$ cat config.mk
export PLATFORM = sky130hd
export DESIGN_NAME = mipsCore
export DESIGN_NICKNAME = d
export VERILOG_FILES = /design/src/hw/mipsPkg.sv /design/src/hw/hazardIf.sv /design/src/hw/pipeReg.sv /design/src/hw/regFile.sv /design/src/hw/instrDecoder.sv /design/src/hw/executeUnit.sv /design/src/hw/hazardUnit.sv /design/src/hw/mipsCore.sv
export SDC_FILE = /design/constraint.sdc
export NUM_CORES = 2
export LEC_CHECK = 0
export BUFFER_PORTS_ARGS = -buffer_cell sky130_fd_sc_hd__buf_2
export CELL_PAD_IN_SITES_DETAIL_PLACEMENT = 1
export CELL_PAD_IN_SITES_GLOBAL_PLACEMENT = 1
export CORE_MARGIN = 2
export CORE_UTILIZATION = 50
export CTS_BUF_LIST = sky130_fd_sc_hd__clkbuf_16
export DETAILED_ROUTE_END_ITERATION = 6
export GPL_TIMING_DRIVEN = 0
export PLACE_DENSITY = 0.85
export SLEW_MARGIN = 25
export SYNTH_ARGS = -nofsm -noshare
export SYNTH_HDL_FRONTEND = slang
export SYNTH_SLANG_ARGS = --single-unit
$ cat constraint.sdc
create_clock -name clk -period 14.7 [get_ports clk]
set_input_delay 0.735 -clock clk [delete_from_list [all_inputs] [get_ports clk]]
set_output_delay 0.735 -clock clk [all_outputs]
set_load 0.005 [all_outputs]
$ cat src/hw/mipsPkg.sv
`default_nettype none

package mipsPkg;

    localparam int dataWidth    = 32;
    localparam int regAddrWidth = 5;
    localparam logic [dataWidth-1:0] resetPc = 32'hBFC0_0000;

    // primary opcodes
    localparam logic [5:0] opSpecial = 6'h00;
    localparam logic [5:0] opAddiu   = 6'h09;
    localparam logic [5:0] opSlti    = 6'h0A;
    localparam logic [5:0] opAndi    = 6'h0C;
    localparam logic [5:0] opOri     = 6'h0D;
    localparam logic [5:0] opXori    = 6'h0E;
    localparam logic [5:0] opLui     = 6'h0F;
    localparam logic [5:0] opLw      = 6'h23;
    localparam logic [5:0] opSw      = 6'h2B;

    // SPECIAL function field
    localparam logic [5:0] fnAddu = 6'h21;
    localparam logic [5:0] fnSubu = 6'h23;
    localparam logic [5:0] fnAnd  = 6'h24;
    localparam logic [5:0] fnOr   = 6'h25;
    localparam logic [5:0] fnXor  = 6'h26;
    localparam logic [5:0] fnNor  = 6'h27;
    localparam logic [5:0] fnSlt  = 6'h2A;
    localparam logic [5:0] fnSltu = 6'h2B;

    typedef enum logic [3:0] {
        aluAdd,
        aluSub,
        aluAnd,
        aluOr,
        aluXor,
        aluNor,
        aluSlt,
        aluSltu,
        aluLui
    } aluOpT;

    // operand source for execute
    typedef enum logic [1:0] {
        selReg,
        selMem,
        selWb
    } fwdSelT;

    typedef struct packed {
        aluOpT aluOp;
        logic  immSel;   // operand B is the immediate
        logic  signExt;
        logic  regWen;
        logic  memRead;
        logic  memWrite;
        logic  dstRd;    // else rt
    } decodedCtrlT;

    typedef struct packed {
        logic [dataWidth-1:0] pc;
        logic [dataWidth-1:0] instr;
    } ifIdT;

    typedef struct packed {
        logic [dataWidth-1:0]    pc;
        logic [regAddrWidth-1:0] rs;
        logic [regAddrWidth-1:0] rt;
        logic [regAddrWidth-1:0] rd;
        logic [dataWidth-1:0]    rsVal;
        logic [dataWidth-1:0]    rtVal;
        logic [dataWidth-1:0]    imm;
        decodedCtrlT             ctrl;
    } idExT;

    typedef struct packed {
        logic [dataWidth-1:0]    pc;
        logic [dataWidth-1:0]    aluRes;
        logic [dataWidth-1:0]    storeData;
        logic [regAddrWidth-1:0] dst;
        logic                    regWen;
        logic                    memRead;
        logic                    memWrite;
    } exMemT;

    typedef struct packed {
        logic [regAddrWidth-1:0] dst;
        logic                    regWen;
        logic [dataWidth-1:0]    result;
    } memWbT;

endpackage

`default_nettype wire

$ cat src/hw/hazardIf.sv
`timescale 1ns/1ps
`default_nettype none

interface hazardIf import mipsPkg::*; ();

    logic   stallF;
    logic   stallD;
    logic   stallE;
    logic   stallM;
    logic   flushE;
    fwdSelT fwdA;   // rs operand in execute
    fwdSelT fwdB;   // rt operand in execute

    modport unit (
        output stallF, stallD, stallE, stallM, flushE, fwdA, fwdB
    );

    modport pipe (
        input stallF, stallD, stallE, stallM, flushE, fwdA, fwdB
    );

endinterface

`default_nettype wire

$ cat src/hw/pipeReg.sv
`timescale 1ns/1ps
`default_nettype none

module pipeReg #(
    parameter type payloadT = logic
) (
    input  logic    clk,
    input  logic    rstN,
    input  logic    stall,
    input  logic    flush,
    input  payloadT d,
    output payloadT q
);

    // a cleared payload is a bubble
    always_ff @(posedge clk) begin
        if (!rstN || flush) begin
            q <= '0;
        end else if (!stall) begin
            q <= d;
        end
    end

endmodule

`default_nettype wire

$ cat src/hw/regFile.sv
`timescale 1ns/1ps
`default_nettype none

module regFile import mipsPkg::*; (
    input  logic                    clk,
    input  logic [regAddrWidth-1:0] raddrA,
    input  logic [regAddrWidth-1:0] raddrB,
    input  logic [regAddrWidth-1:0] waddr,
    input  logic                    wen,
    input  logic [dataWidth-1:0]    wdata,
    output logic [dataWidth-1:0]    rdataA,
    output logic [dataWidth-1:0]    rdataB
);

    logic [dataWidth-1:0] regs [32];

    always_ff @(posedge clk) begin
        if (wen && waddr != '0) begin
            regs[waddr] <= wdata;
        end
    end

    // $0 reads zero, commit in flight is passed through
    assign rdataA = (raddrA == '0) ? '0 :
                    (wen && waddr == raddrA) ? wdata : regs[raddrA];
    assign rdataB = (raddrB == '0) ? '0 :
                    (wen && waddr == raddrB) ? wdata : regs[raddrB];

endmodule

`default_nettype wire

$ cat src/hw/instrDecoder.sv
`timescale 1ns/1ps
`default_nettype none

module instrDecoder import mipsPkg::*; (
    input  logic [dataWidth-1:0] instr,
    output decodedCtrlT          ctrl
);

    logic [5:0] opcode;
    logic [5:0] funct;

    assign opcode = instr[31:26];
    assign funct  = instr[5:0];

    always_comb begin
        ctrl = '0;  // no-op unless recognized
        case (opcode)
            opSpecial: begin
                ctrl.regWen = 1'b1;
                ctrl.dstRd  = 1'b1;
                case (funct)
                    fnAddu:  ctrl.aluOp = aluAdd;
                    fnSubu:  ctrl.aluOp = aluSub;
                    fnAnd:   ctrl.aluOp = aluAnd;
                    fnOr:    ctrl.aluOp = aluOr;
                    fnXor:   ctrl.aluOp = aluXor;
                    fnNor:   ctrl.aluOp = aluNor;
                    fnSlt:   ctrl.aluOp = aluSlt;
                    fnSltu:  ctrl.aluOp = aluSltu;
                    default: ctrl = '0;  // includes the all-zero word
                endcase
            end
            opAddiu, opSlti, opAndi, opOri, opXori, opLui: begin
                ctrl.immSel = 1'b1;
                ctrl.regWen = 1'b1;
                case (opcode)
                    opAddiu: ctrl.aluOp = aluAdd;
                    opSlti:  ctrl.aluOp = aluSlt;
                    opAndi:  ctrl.aluOp = aluAnd;
                    opOri:   ctrl.aluOp = aluOr;
                    opXori:  ctrl.aluOp = aluXor;
                    default: ctrl.aluOp = aluLui;
                endcase
                ctrl.signExt = (opcode == opAddiu) || (opcode == opSlti);
            end
            opLw: begin
                ctrl.immSel  = 1'b1;
                ctrl.signExt = 1'b1;
                ctrl.regWen  = 1'b1;
                ctrl.memRead = 1'b1;
            end
            opSw: begin
                ctrl.immSel   = 1'b1;
                ctrl.signExt  = 1'b1;
                ctrl.memWrite = 1'b1;   // address only, rt is the data
            end
            default: ctrl = '0;
        endcase
    end

endmodule

`default_nettype wire

$ cat src/hw/executeUnit.sv
`timescale 1ns/1ps
`default_nettype none

module executeUnit import mipsPkg::*; (
    input  idExT                 ex,
    input  logic [dataWidth-1:0] fwdMem,
    input  logic [dataWidth-1:0] fwdWb,
    hazardIf.pipe                hz,
    output exMemT                out
);

    logic [dataWidth-1:0]    rsVal;
    logic [dataWidth-1:0]    rtVal;
    logic [dataWidth-1:0]    srcB;
    logic [dataWidth-1:0]    aluRes;
    logic [regAddrWidth-1:0] dst;

    function automatic logic [dataWidth-1:0] pickOperand(
        input fwdSelT               sel,
        input logic [dataWidth-1:0] regVal,
        input logic [dataWidth-1:0] memVal,
        input logic [dataWidth-1:0] wbVal
    );
        case (sel)
            selMem:  return memVal;
            selWb:   return wbVal;
            default: return regVal;
        endcase
    endfunction

    assign rsVal = pickOperand(hz.fwdA, ex.rsVal, fwdMem, fwdWb);
    assign rtVal = pickOperand(hz.fwdB, ex.rtVal, fwdMem, fwdWb);
    assign srcB  = ex.ctrl.immSel ? ex.imm : rtVal;
    assign dst   = ex.ctrl.dstRd ? ex.rd : ex.rt;

    always_comb begin
        case (ex.ctrl.aluOp)
            aluAdd:  aluRes = rsVal + srcB;
            aluSub:  aluRes = rsVal - srcB;
            aluAnd:  aluRes = rsVal & srcB;
            aluOr:   aluRes = rsVal | srcB;
            aluXor:  aluRes = rsVal ^ srcB;
            aluNor:  aluRes = ~(rsVal | srcB);
            aluSlt:  aluRes = {{(dataWidth-1){1'b0}}, $signed(rsVal) < $signed(srcB)};
            aluSltu: aluRes = {{(dataWidth-1){1'b0}}, rsVal < srcB};
            aluLui:  aluRes = {srcB[15:0], 16'h0000};
            default: aluRes = '0;
        endcase
    end

    always_comb begin
        out.pc        = ex.pc;
        out.aluRes    = aluRes;
        out.storeData = rtVal;
        out.dst       = dst;
        out.regWen    = ex.ctrl.regWen && (dst != '0);  // $0 writes dropped here
        out.memRead   = ex.ctrl.memRead;
        out.memWrite  = ex.ctrl.memWrite;
    end

endmodule

`default_nettype wire

$ cat src/hw/hazardUnit.sv
`timescale 1ns/1ps
`default_nettype none

module hazardUnit import mipsPkg::*; (
    hazardIf.unit                  hz,
    input  logic                    dStall,
    input  logic                    iStall,
    input  logic [regAddrWidth-1:0] rsD,
    input  logic [regAddrWidth-1:0] rtD,
    input  logic [regAddrWidth-1:0] rsE,
    input  logic [regAddrWidth-1:0] rtE,
    input  logic [regAddrWidth-1:0] dstE,
    input  logic                    wenE,
    input  logic                    loadE,
    input  logic [regAddrWidth-1:0] dstM,
    input  logic                    wenM,
    input  logic [regAddrWidth-1:0] dstW,
    input  logic                    wenW
);

    logic loadUse;

    function automatic fwdSelT pickSource(
        input logic [regAddrWidth-1:0] src,
        input logic [regAddrWidth-1:0] memDst,
        input logic                    memWen,
        input logic [regAddrWidth-1:0] wbDst,
        input logic                    wbWen
    );
        if (src == '0) return selReg;
        if (memWen && memDst == src) return selMem;  // youngest value wins
        if (wbWen && wbDst == src) return selWb;
        return selReg;
    endfunction

    // load result only exists in the memory stage
    assign loadUse = loadE && wenE && (dstE == rsD || dstE == rtD);

    always_comb begin
        hz.stallF = dStall || loadUse || iStall;
        hz.stallD = dStall || loadUse;
        hz.stallE = dStall;
        hz.stallM = dStall;
        hz.flushE = loadUse && !dStall;
        hz.fwdA   = pickSource(rsE, dstM, wenM, dstW, wenW);
        hz.fwdB   = pickSource(rtE, dstM, wenM, dstW, wenW);
    end

endmodule

`default_nettype wire

$ cat src/hw/mipsCore.sv
`timescale 1ns/1ps
`default_nettype none

module mipsCore import mipsPkg::*; (
    input  logic                    clk,
    input  logic                    rstN,
    output logic                    instrEn,
    output logic [dataWidth-1:0]    pcF,
    input  logic [dataWidth-1:0]    instr,
    input  logic                    iStall,
    input  logic                    dStall,
    output logic                    memEn,
    output logic [dataWidth-1:0]    memAddr,
    output logic [3:0]              memWen,
    output logic [dataWidth-1:0]    memWdata,
    input  logic [dataWidth-1:0]    memRdata,
    output logic [dataWidth-1:0]    debugWbPc,
    output logic [3:0]              debugWbRfWen,
    output logic [regAddrWidth-1:0] debugWbRfWnum,
    output logic [dataWidth-1:0]    debugWbRfWdata
);

    logic                    running;
    ifIdT                    ifIdD;
    ifIdT                    ifIdQ;
    idExT                    idExD;
    idExT                    idExQ;
    exMemT                   exMemD;
    exMemT                   exMemQ;
    memWbT                   memWbD;
    memWbT                   memWbQ;
    decodedCtrlT             ctrlD;
    logic [regAddrWidth-1:0] rsD;
    logic [regAddrWidth-1:0] rtD;
    logic [dataWidth-1:0]    rsValD;
    logic [dataWidth-1:0]    rtValD;
    logic [dataWidth-1:0]    resultM;

    hazardIf hz ();

    always_ff @(posedge clk) begin
        if (!rstN) begin
            running <= 1'b0;
            pcF     <= resetPc;
        end else begin
            running <= 1'b1;    // first fetch one cycle after release
            if (instrEn) begin
                pcF <= pcF + 32'd4;
            end
        end
    end

    assign instrEn = running && !hz.stallF;
    assign ifIdD   = instrEn ? ifIdT'{pc: pcF, instr: instr} : '0;  // bubble when held

    pipeReg #(.payloadT(ifIdT)) ifIdReg (
        .clk(clk), .rstN(rstN), .stall(hz.stallD), .flush(1'b0), .d(ifIdD), .q(ifIdQ)
    );

    assign rsD = ifIdQ.instr[25:21];
    assign rtD = ifIdQ.instr[20:16];

    instrDecoder decoder (.instr(ifIdQ.instr), .ctrl(ctrlD));

    // commit happens in memory stage
    regFile rf (
        .clk(clk),
        .raddrA(rsD),
        .raddrB(rtD),
        .waddr(exMemQ.dst),
        .wen(exMemQ.regWen && !hz.stallM),
        .wdata(resultM),
        .rdataA(rsValD),
        .rdataB(rtValD)
    );

    always_comb begin
        idExD.pc    = ifIdQ.pc;
        idExD.rs    = rsD;
        idExD.rt    = rtD;
        idExD.rd    = ifIdQ.instr[15:11];
        idExD.rsVal = rsValD;
        idExD.rtVal = rtValD;
        idExD.imm   = {{(dataWidth-16){ctrlD.signExt & ifIdQ.instr[15]}}, ifIdQ.instr[15:0]};
        idExD.ctrl  = ctrlD;
    end

    pipeReg #(.payloadT(idExT)) idExReg (
        .clk(clk), .rstN(rstN), .stall(hz.stallE), .flush(hz.flushE), .d(idExD), .q(idExQ)
    );

    executeUnit exec (
        .ex(idExQ), .fwdMem(exMemQ.aluRes), .fwdWb(memWbQ.result), .hz(hz), .out(exMemD)
    );

    pipeReg #(.payloadT(exMemT)) exMemReg (
        .clk(clk), .rstN(rstN), .stall(hz.stallM), .flush(1'b0), .d(exMemD), .q(exMemQ)
    );

    assign resultM  = exMemQ.memRead ? memRdata : exMemQ.aluRes;
    assign memEn    = exMemQ.memRead || exMemQ.memWrite;   // held through dStall
    assign memAddr  = exMemQ.aluRes;
    assign memWen   = {4{exMemQ.memWrite}};
    assign memWdata = exMemQ.storeData;

    assign memWbD = memWbT'{dst: exMemQ.dst, regWen: exMemQ.regWen, result: resultM};

    // result register, forwarding source only
    pipeReg #(.payloadT(memWbT)) memWbReg (
        .clk(clk), .rstN(rstN), .stall(hz.stallM), .flush(1'b0), .d(memWbD), .q(memWbQ)
    );

    assign debugWbPc      = exMemQ.pc;
    assign debugWbRfWen   = {4{exMemQ.regWen && !hz.stallM}};
    assign debugWbRfWnum  = exMemQ.dst;
    assign debugWbRfWdata = resultM;

    hazardUnit hazard (
        .hz(hz),
        .dStall(dStall),
        .iStall(iStall),
        .rsD(rsD),
        .rtD(rtD),
        .rsE(idExQ.rs),
        .rtE(idExQ.rt),
        .dstE(exMemD.dst),
        .wenE(exMemD.regWen),
        .loadE(exMemD.memRead),
        .dstM(exMemQ.dst),
        .wenM(exMemQ.regWen),
        .dstW(memWbQ.dst),
        .wenW(memWbQ.regWen)
    );

endmodule

`default_nettype wire

* After elaboration in Yosys (flattened, before gate mapping)
Memory sizes are Yosys's and may differ from the RTL's. A register that Yosys moved wholly into a read port is not among the register bits. Cells that the tools add are included.
Cells by class: add/subtract/negate cells 3, $mul 0, div/mod/pow operators 0, magnitude comparators 2, eq/ne operators 36, shift operators 0, muxes and demuxes 51, bitwise operators 5, reduce and logical (&&, ||, !) cells 34
Operator list (count):
- 32-bit one-hot mux with 9 select lines | 1
- 32-bit 2-to-1 mux | 6
- 32-bit one-hot mux with 2 select lines | 2
- 32-bit < comparator | 2
- 64-bit 2-to-1 mux | 1
- 6-bit equality test, second input constant | 10
- 5-bit equality test | 8
- 6-bit by 4-bit equality test with 1-bit output, second input constant | 6
- 32-bit by 3-bit adder with 32-bit output, second input constant | 1
- 32-bit adder | 1
- 32-bit bitwise AND | 1
- 32-bit inverter | 1
- 32-bit OR | 1
- 32-bit subtractor | 1
- 32-bit XOR | 1
- 5-bit 2-to-1 mux | 5
- 2-bit 2-to-1 mux | 12
- 3-bit one-hot mux with 7 select lines | 1
- 5-bit zero test | 4
- 4-bit one-hot mux with 5 select lines | 1
- 4-bit by 3-bit equality test with 1-bit output, second input constant | 4
- 1-bit 2-to-1 mux | 16
- 1-bit logical AND | 13
- 5-bit nonzero test | 2
- other kinds (18) | 30
Word-level totals: register bits after elaboration 376, bits in latches 0, RAM bits 1024, bits in read-only memories 0, input bits 68, output and inout port bits 175, word-level logic and storage cells 159, memories 1
Memory list:
- rf.regs | words 32, bits a word 32, rd ports 2, clocked after memory_dff 2, wr ports 1, line regFile.sv:15 | logic [dataWidth-1:0] regs [32];

* Logic depth before layout (Yosys ltp)
depth in word-level cells 15, mapped depth 25, mapped depth without buffers 22

* By module
Synthesis repeated with hierarchy kept, for this count alone.
Second synthesis, totals: cell total of the unflattened synthesis 5256, area total of the unflattened synthesis 71232.1 µm²
By module, submodules not included:
- regFile | times used 1, cells an instance 2520, area an instance 47869.7 µm², sequential area each 30749.5 µm²
- executeUnit | times used 1, cells an instance 1189, area an instance 7513.5 µm², sequential area each 0.0 µm²
- pipeReg at idExReg | times used 1, cells an instance 494, area an instance 5407.7 µm², sequential area each 3062.9 µm²
- pipeReg at exMemReg | times used 1, cells an instance 337, area an instance 3731.1 µm², sequential area each 2082.0 µm²
- mipsCore | times used 1, cells an instance 285, area an instance 2333.5 µm², sequential area each 620.6 µm²
- pipeReg at ifIdReg | times used 1, cells an instance 207, area an instance 2304.7 µm², sequential area each 1281.2 µm²
- pipeReg at memWbReg | times used 1, cells an instance 123, area an instance 1367.6 µm², sequential area each 760.7 µm²
- hazardUnit | times used 1, cells an instance 59, area an instance 422.9 µm², sequential area each 0.0 µm²
- instrDecoder | times used 1, cells an instance 42, area an instance 281.5 µm², sequential area each 0.0 µm²

* Worst setup path after synthesis
OpenSTA, ideal clock, no wires.
path kind register to register, start point reg exMemReg.q[3] (netlist name), end point reg exMemReg.q[67] (netlist name), setup time 0.117 ns, arrival time 5.650 ns, data required time 14.583 ns, path slack 8.933 ns, stages on the path, launching flop included 23, path buffers 5, period minus slack after synthesis 5.767 ns, cells stage by stage dfxtp_1 > clkbuf_1 > xor2_1 > nor4_1 > and3_1 > or3_1 > ha_1 > clkbuf_1 > buf_1 > clkbuf_1 > a21oi_1 > o21ai_0 > ha_1 > buf_2 > nand2b_4 > a2111oi_2 > a21bo_2 > a2111oi_4 > a31oi_4 > o41ai_4 > nor2_1 > a2111o_1 > a32o_1
On the way: cells in the longest elaborated chain, start to end 13, elaborated cells between the ends (all ways) 32, classes of those cells add/sub: 2; eq/ne: 6; mux: 18; bitwise: 4; reduce/logical: 2
Ends and longest elaborated chain:
- start: declaration | line pipeReg.sv:12 | output payloadT q
- start signal: assignment | line pipeReg.sv:18 | q <= '0;
- start signal: assignment | line pipeReg.sv:20 | q <= d;
- branches (longest 12 deep; another with 32-bit subtractor)
- 32-bit one-hot mux with 9 select lines (*) | line executeUnit.sv:37 | case (ex.ctrl.aluOp)
Every way passes the cells marked *. The select of a mux whose other input is x is not followed. A chain may end at the register's enable or synchronous reset.

* Final worst setup path
start point reg exMemReg.q[3] (netlist name), end point reg exMemReg.q[69] (netlist name)
The elaborated chain is that of the path after synthesis.

==> results.cfg <==
[outcome]
outcome = completed

[global_routing]
grt_pass1_vias = 54200
grt_overflow = 0
grt_max_degree = 37
met2_usage_pct = 67.4
globalRoute.busiestLayer = met2
grt_util_all_layers_pct = 42.5
grt_use_met3_pct = 11.9
grtUsageMet1_pct = 49.0
antenna_found_initial = 25
grt_pass1_wl_mm = 422

[finish]
drive_above_1_share_pct = 26.3
final_cells = 7249
n_fill_cell = 13000
nets = 5508
syn2layout_area_growth_pct = 14.8
fin_util_pct = 58.0

[sta]
finalHoldViolations = 0
grt_setup_unrepaired = false
hold_ws_ns = 0.186
worst_pin_slew_ns = 1.20
fin_skew_ns = 0.0710
slew_violations = 0
period_needed_ns = 8.77
max_freq_mhz = 114
period_share_pct = 59.6
max_slew_margin_pct = 19.8
finalSetupViolCount = 0
finalSetupTns_ns = 0

[synthesis]
ys_seq_area_share_pct = 55.0
synth_area_leader_cell = edfxtp_1
yosysTopAreaCellShare_pct = 44.3
ys_warn_count = 0
netlist_top_cells_count = 1024 x edfxtp_1, 640 x mux4_2, 427 x nand2_1
synth_flop_cell = edfxtp_1
syn_avg_cell_area_um2 = 14.3
synth.distinct_cells = 87
syn_inst = 4846
async_flop_share_pct = 0
synth_area_leaders = edfxtp_1 44%, mux4_2 21%, dfxtp_1 11%
synth_edf_count = 1024
synth_most_common_cell = edfxtp_1
ys_ff_latch = 1397
syn_area_um2 = 69500

[floorplan]
io_pins = 243
start_util_pct = 50.5
num_rows = 136
chipHeight_um = 377
die_x_um = 377
dieArea_um2 = 142000
fp.coreArea_um2 = 138000

[critical_path]
crit_path_cell_trace = clkbuf_1 > xor2_1 > nor4_1 > and3_1 > or3_1 > ha_1 > clkbuf_1 > buf_1 > clkbuf_1 > a21oi_1 > o21ai_0 > inv_1 > ha_1 > nor2b_1 > o21ai_1 > a21oi_1 > a21oi_1 > o31ai_1 > a21oi_1 > a32oi_1 > a311oi_1 > and4bb_1
critPathArrivalTime_ns = 9.53
max_stage_delay_ns = 0.99
slowest_stage = o31ai_1
crit_required_ns = 15.46
crit_fanout = 10
end_kind = register
path_class = reg2reg
rr_startpoint = exMemReg.q[3]
timing.critical_path.from = exMemReg.q[3]
worstSetupStartpointType = register
crit_top_cell = a21oi_1

[clock_tree]
clockBufferDepth = 3
cts_setup_buffers = 0
cts_tree = yes
cts-buffers-inserted = 147
holdBufCountCts = 1
clk_latency_ns = 0.85
root_buffer = clkbuf_16
htreeDepth = 4
cts.sinks = 1397
cts_resized = 0
clkSlewWorstSetupHoldPaths_ns = 0.06

[detailed_routing]
drc = 0
drt_iter0_markers = 8183
avgRoutedWirePerCell_um = 41.6
antenna_left = 0
avgViaCountPerCell = 7.34
vias = 53200
first_pass_iters = 6
postRouteWirelength_mm = 302

[power_and_ir_drop]
power.density_nw_per_um2 = 112
vdd_drop_max_uv = 130
leakagePower_nw = 26.9

[placed_design]
gp_congestion = 0.979
dpl.cell_count = 6969
portBuffers = 237
dpl.hpwl_mm = 201

[run]
drv_cap = 0

[hold_path]
hp-start = instr[2]
min_path_type = in2reg
[final cells by class]
class                           count  area (um^2)  area share [%]
Buffer                            478         2310            2.90
Clock inverter                    119         1210            1.52
Multi-Input combinational cell   2893        29000            36.3
Sequential cell                  1397        38200            47.9
Clock buffer                      149         3730            4.67
Antenna cell                        8         20.0          0.0251
Tap cell                         1794         2240            2.81
Timing Repair Buffer              298         2630            3.30
Inverter                          113          424           0.532
[cell usage in the layout (no fill, tap or decap), types with 22 or more instances in the layout]
cell type  Yosys  final
inv_1        108    128
a21boi_0      43     43
mux4_2       640    640
buf_1         77     35
dfxtp_1      373    373
nor2_1       220    189
nand3_1       66     66
buf_2          2    261
mux2i_1      165    165
nor2b_1       75     75
o21a_1        25     25
clkbuf_16      0    149
clkinv_2       0     32
nor3_1        24     23
mux2_2        32     32
a21boi_1      49     49
nor2_4         0     31
clkbuf_2       0     58
nand2_1      427    427
a22oi_1       80     80
o21ai_1       17     22
o21ai_0      142    137
and2_1        60     60
buf_16         0     41
edfxtp_1    1024   1024
clkinv_1       0     29
ha_1         110    110
o211ai_1      82     82
clkbuf_1     288    251
a21oi_1      219    219
xor2_1        27     27
and3_1        29     29
buf_4        111    112
a221oi_1      24     24
xnor2_1       39     39
conb_1         1     36
[where the power goes]
| part | switching (W) | internal [W] | leakage, nW |
|---|---|---|---|
| Combinational | 0.000470 | 0.000237 | 11.9 |
| Sequential | 0.0000340 | 0.00424 | 12.5 |
| Clock | 0.00179 | 0.00217 | 2.48 |
| Total | 0.00229 | 0.00665 | 26.9 |
[registers in the layout (all words and copies together), names as in the netlist, named ones only]
signal	cells
idExReg.q	130
ifIdReg.q	62
running	1
exMemReg.q	102
pcF	30
memWbReg.q	38
rf.regs	1024
[through the flow]
stage / setup slack, ns / instance area [um^2] / total power [W]
4_1_cts: 6.16 / 79700 / 0.00890
3_5_place_dp: 6.16 / 74700 / 0.00502
2_1_floorplan: 8.93 / 69600 / 0.00474
5_1_grt: 5.78 / 79800 / 0.00907
3_3_place_gp: 6.00 / 73000 / 0.00499
6_report: 5.93 / 79800 / 0.00894
[critical path: cells and delay by family, from the launching register on]
kind | cells | cell delay [ns]
AND/OR/NAND/NOR | 5 | 1.28
AO/OA/AOI/OAI | 9 | 3.95
XOR/XNOR | 1 | 0.21
buffers and inverters | 5 | 2.15
flip-flops | 1 | 0.32
adder cells (fa/ha/maj) | 2 | 0.77
[metal layers]
metal | up-vias | part of all wire [%] | wire length [um]
met5 | - | 0.068 | 205
met4 | 28 | 9.5 | 28500
met3 | 1670 | 11 | 34600
met2 | 5085 | 47 | 141000
met1 | 26600 | 32 | 97600
li1 | 19800 | - | -
[logic make-up after synthesis]
family	Yosys count	share of synthesized area [%]
compound gates	839	8.04
xor+xnor	66	0.832
fa+ha+maj	112	2.04
buf+inv	591	3.80
flops	1397	55.0
mux	837	23.6
other cells	1	0.00540
simple gates	1003	6.64
[worst paths after layout]
kind,to,slack (ns),depth (start not counted)
setup / recovery,exMemReg.q[69],5.93,22
hold / removal,ifIdReg.q[2],0.19,3
setup reg to reg,exMemReg.q[69],5.93,22
hold reg to reg,ifIdReg.q[61],0.45,2
(Power assumes the default switching activity.)
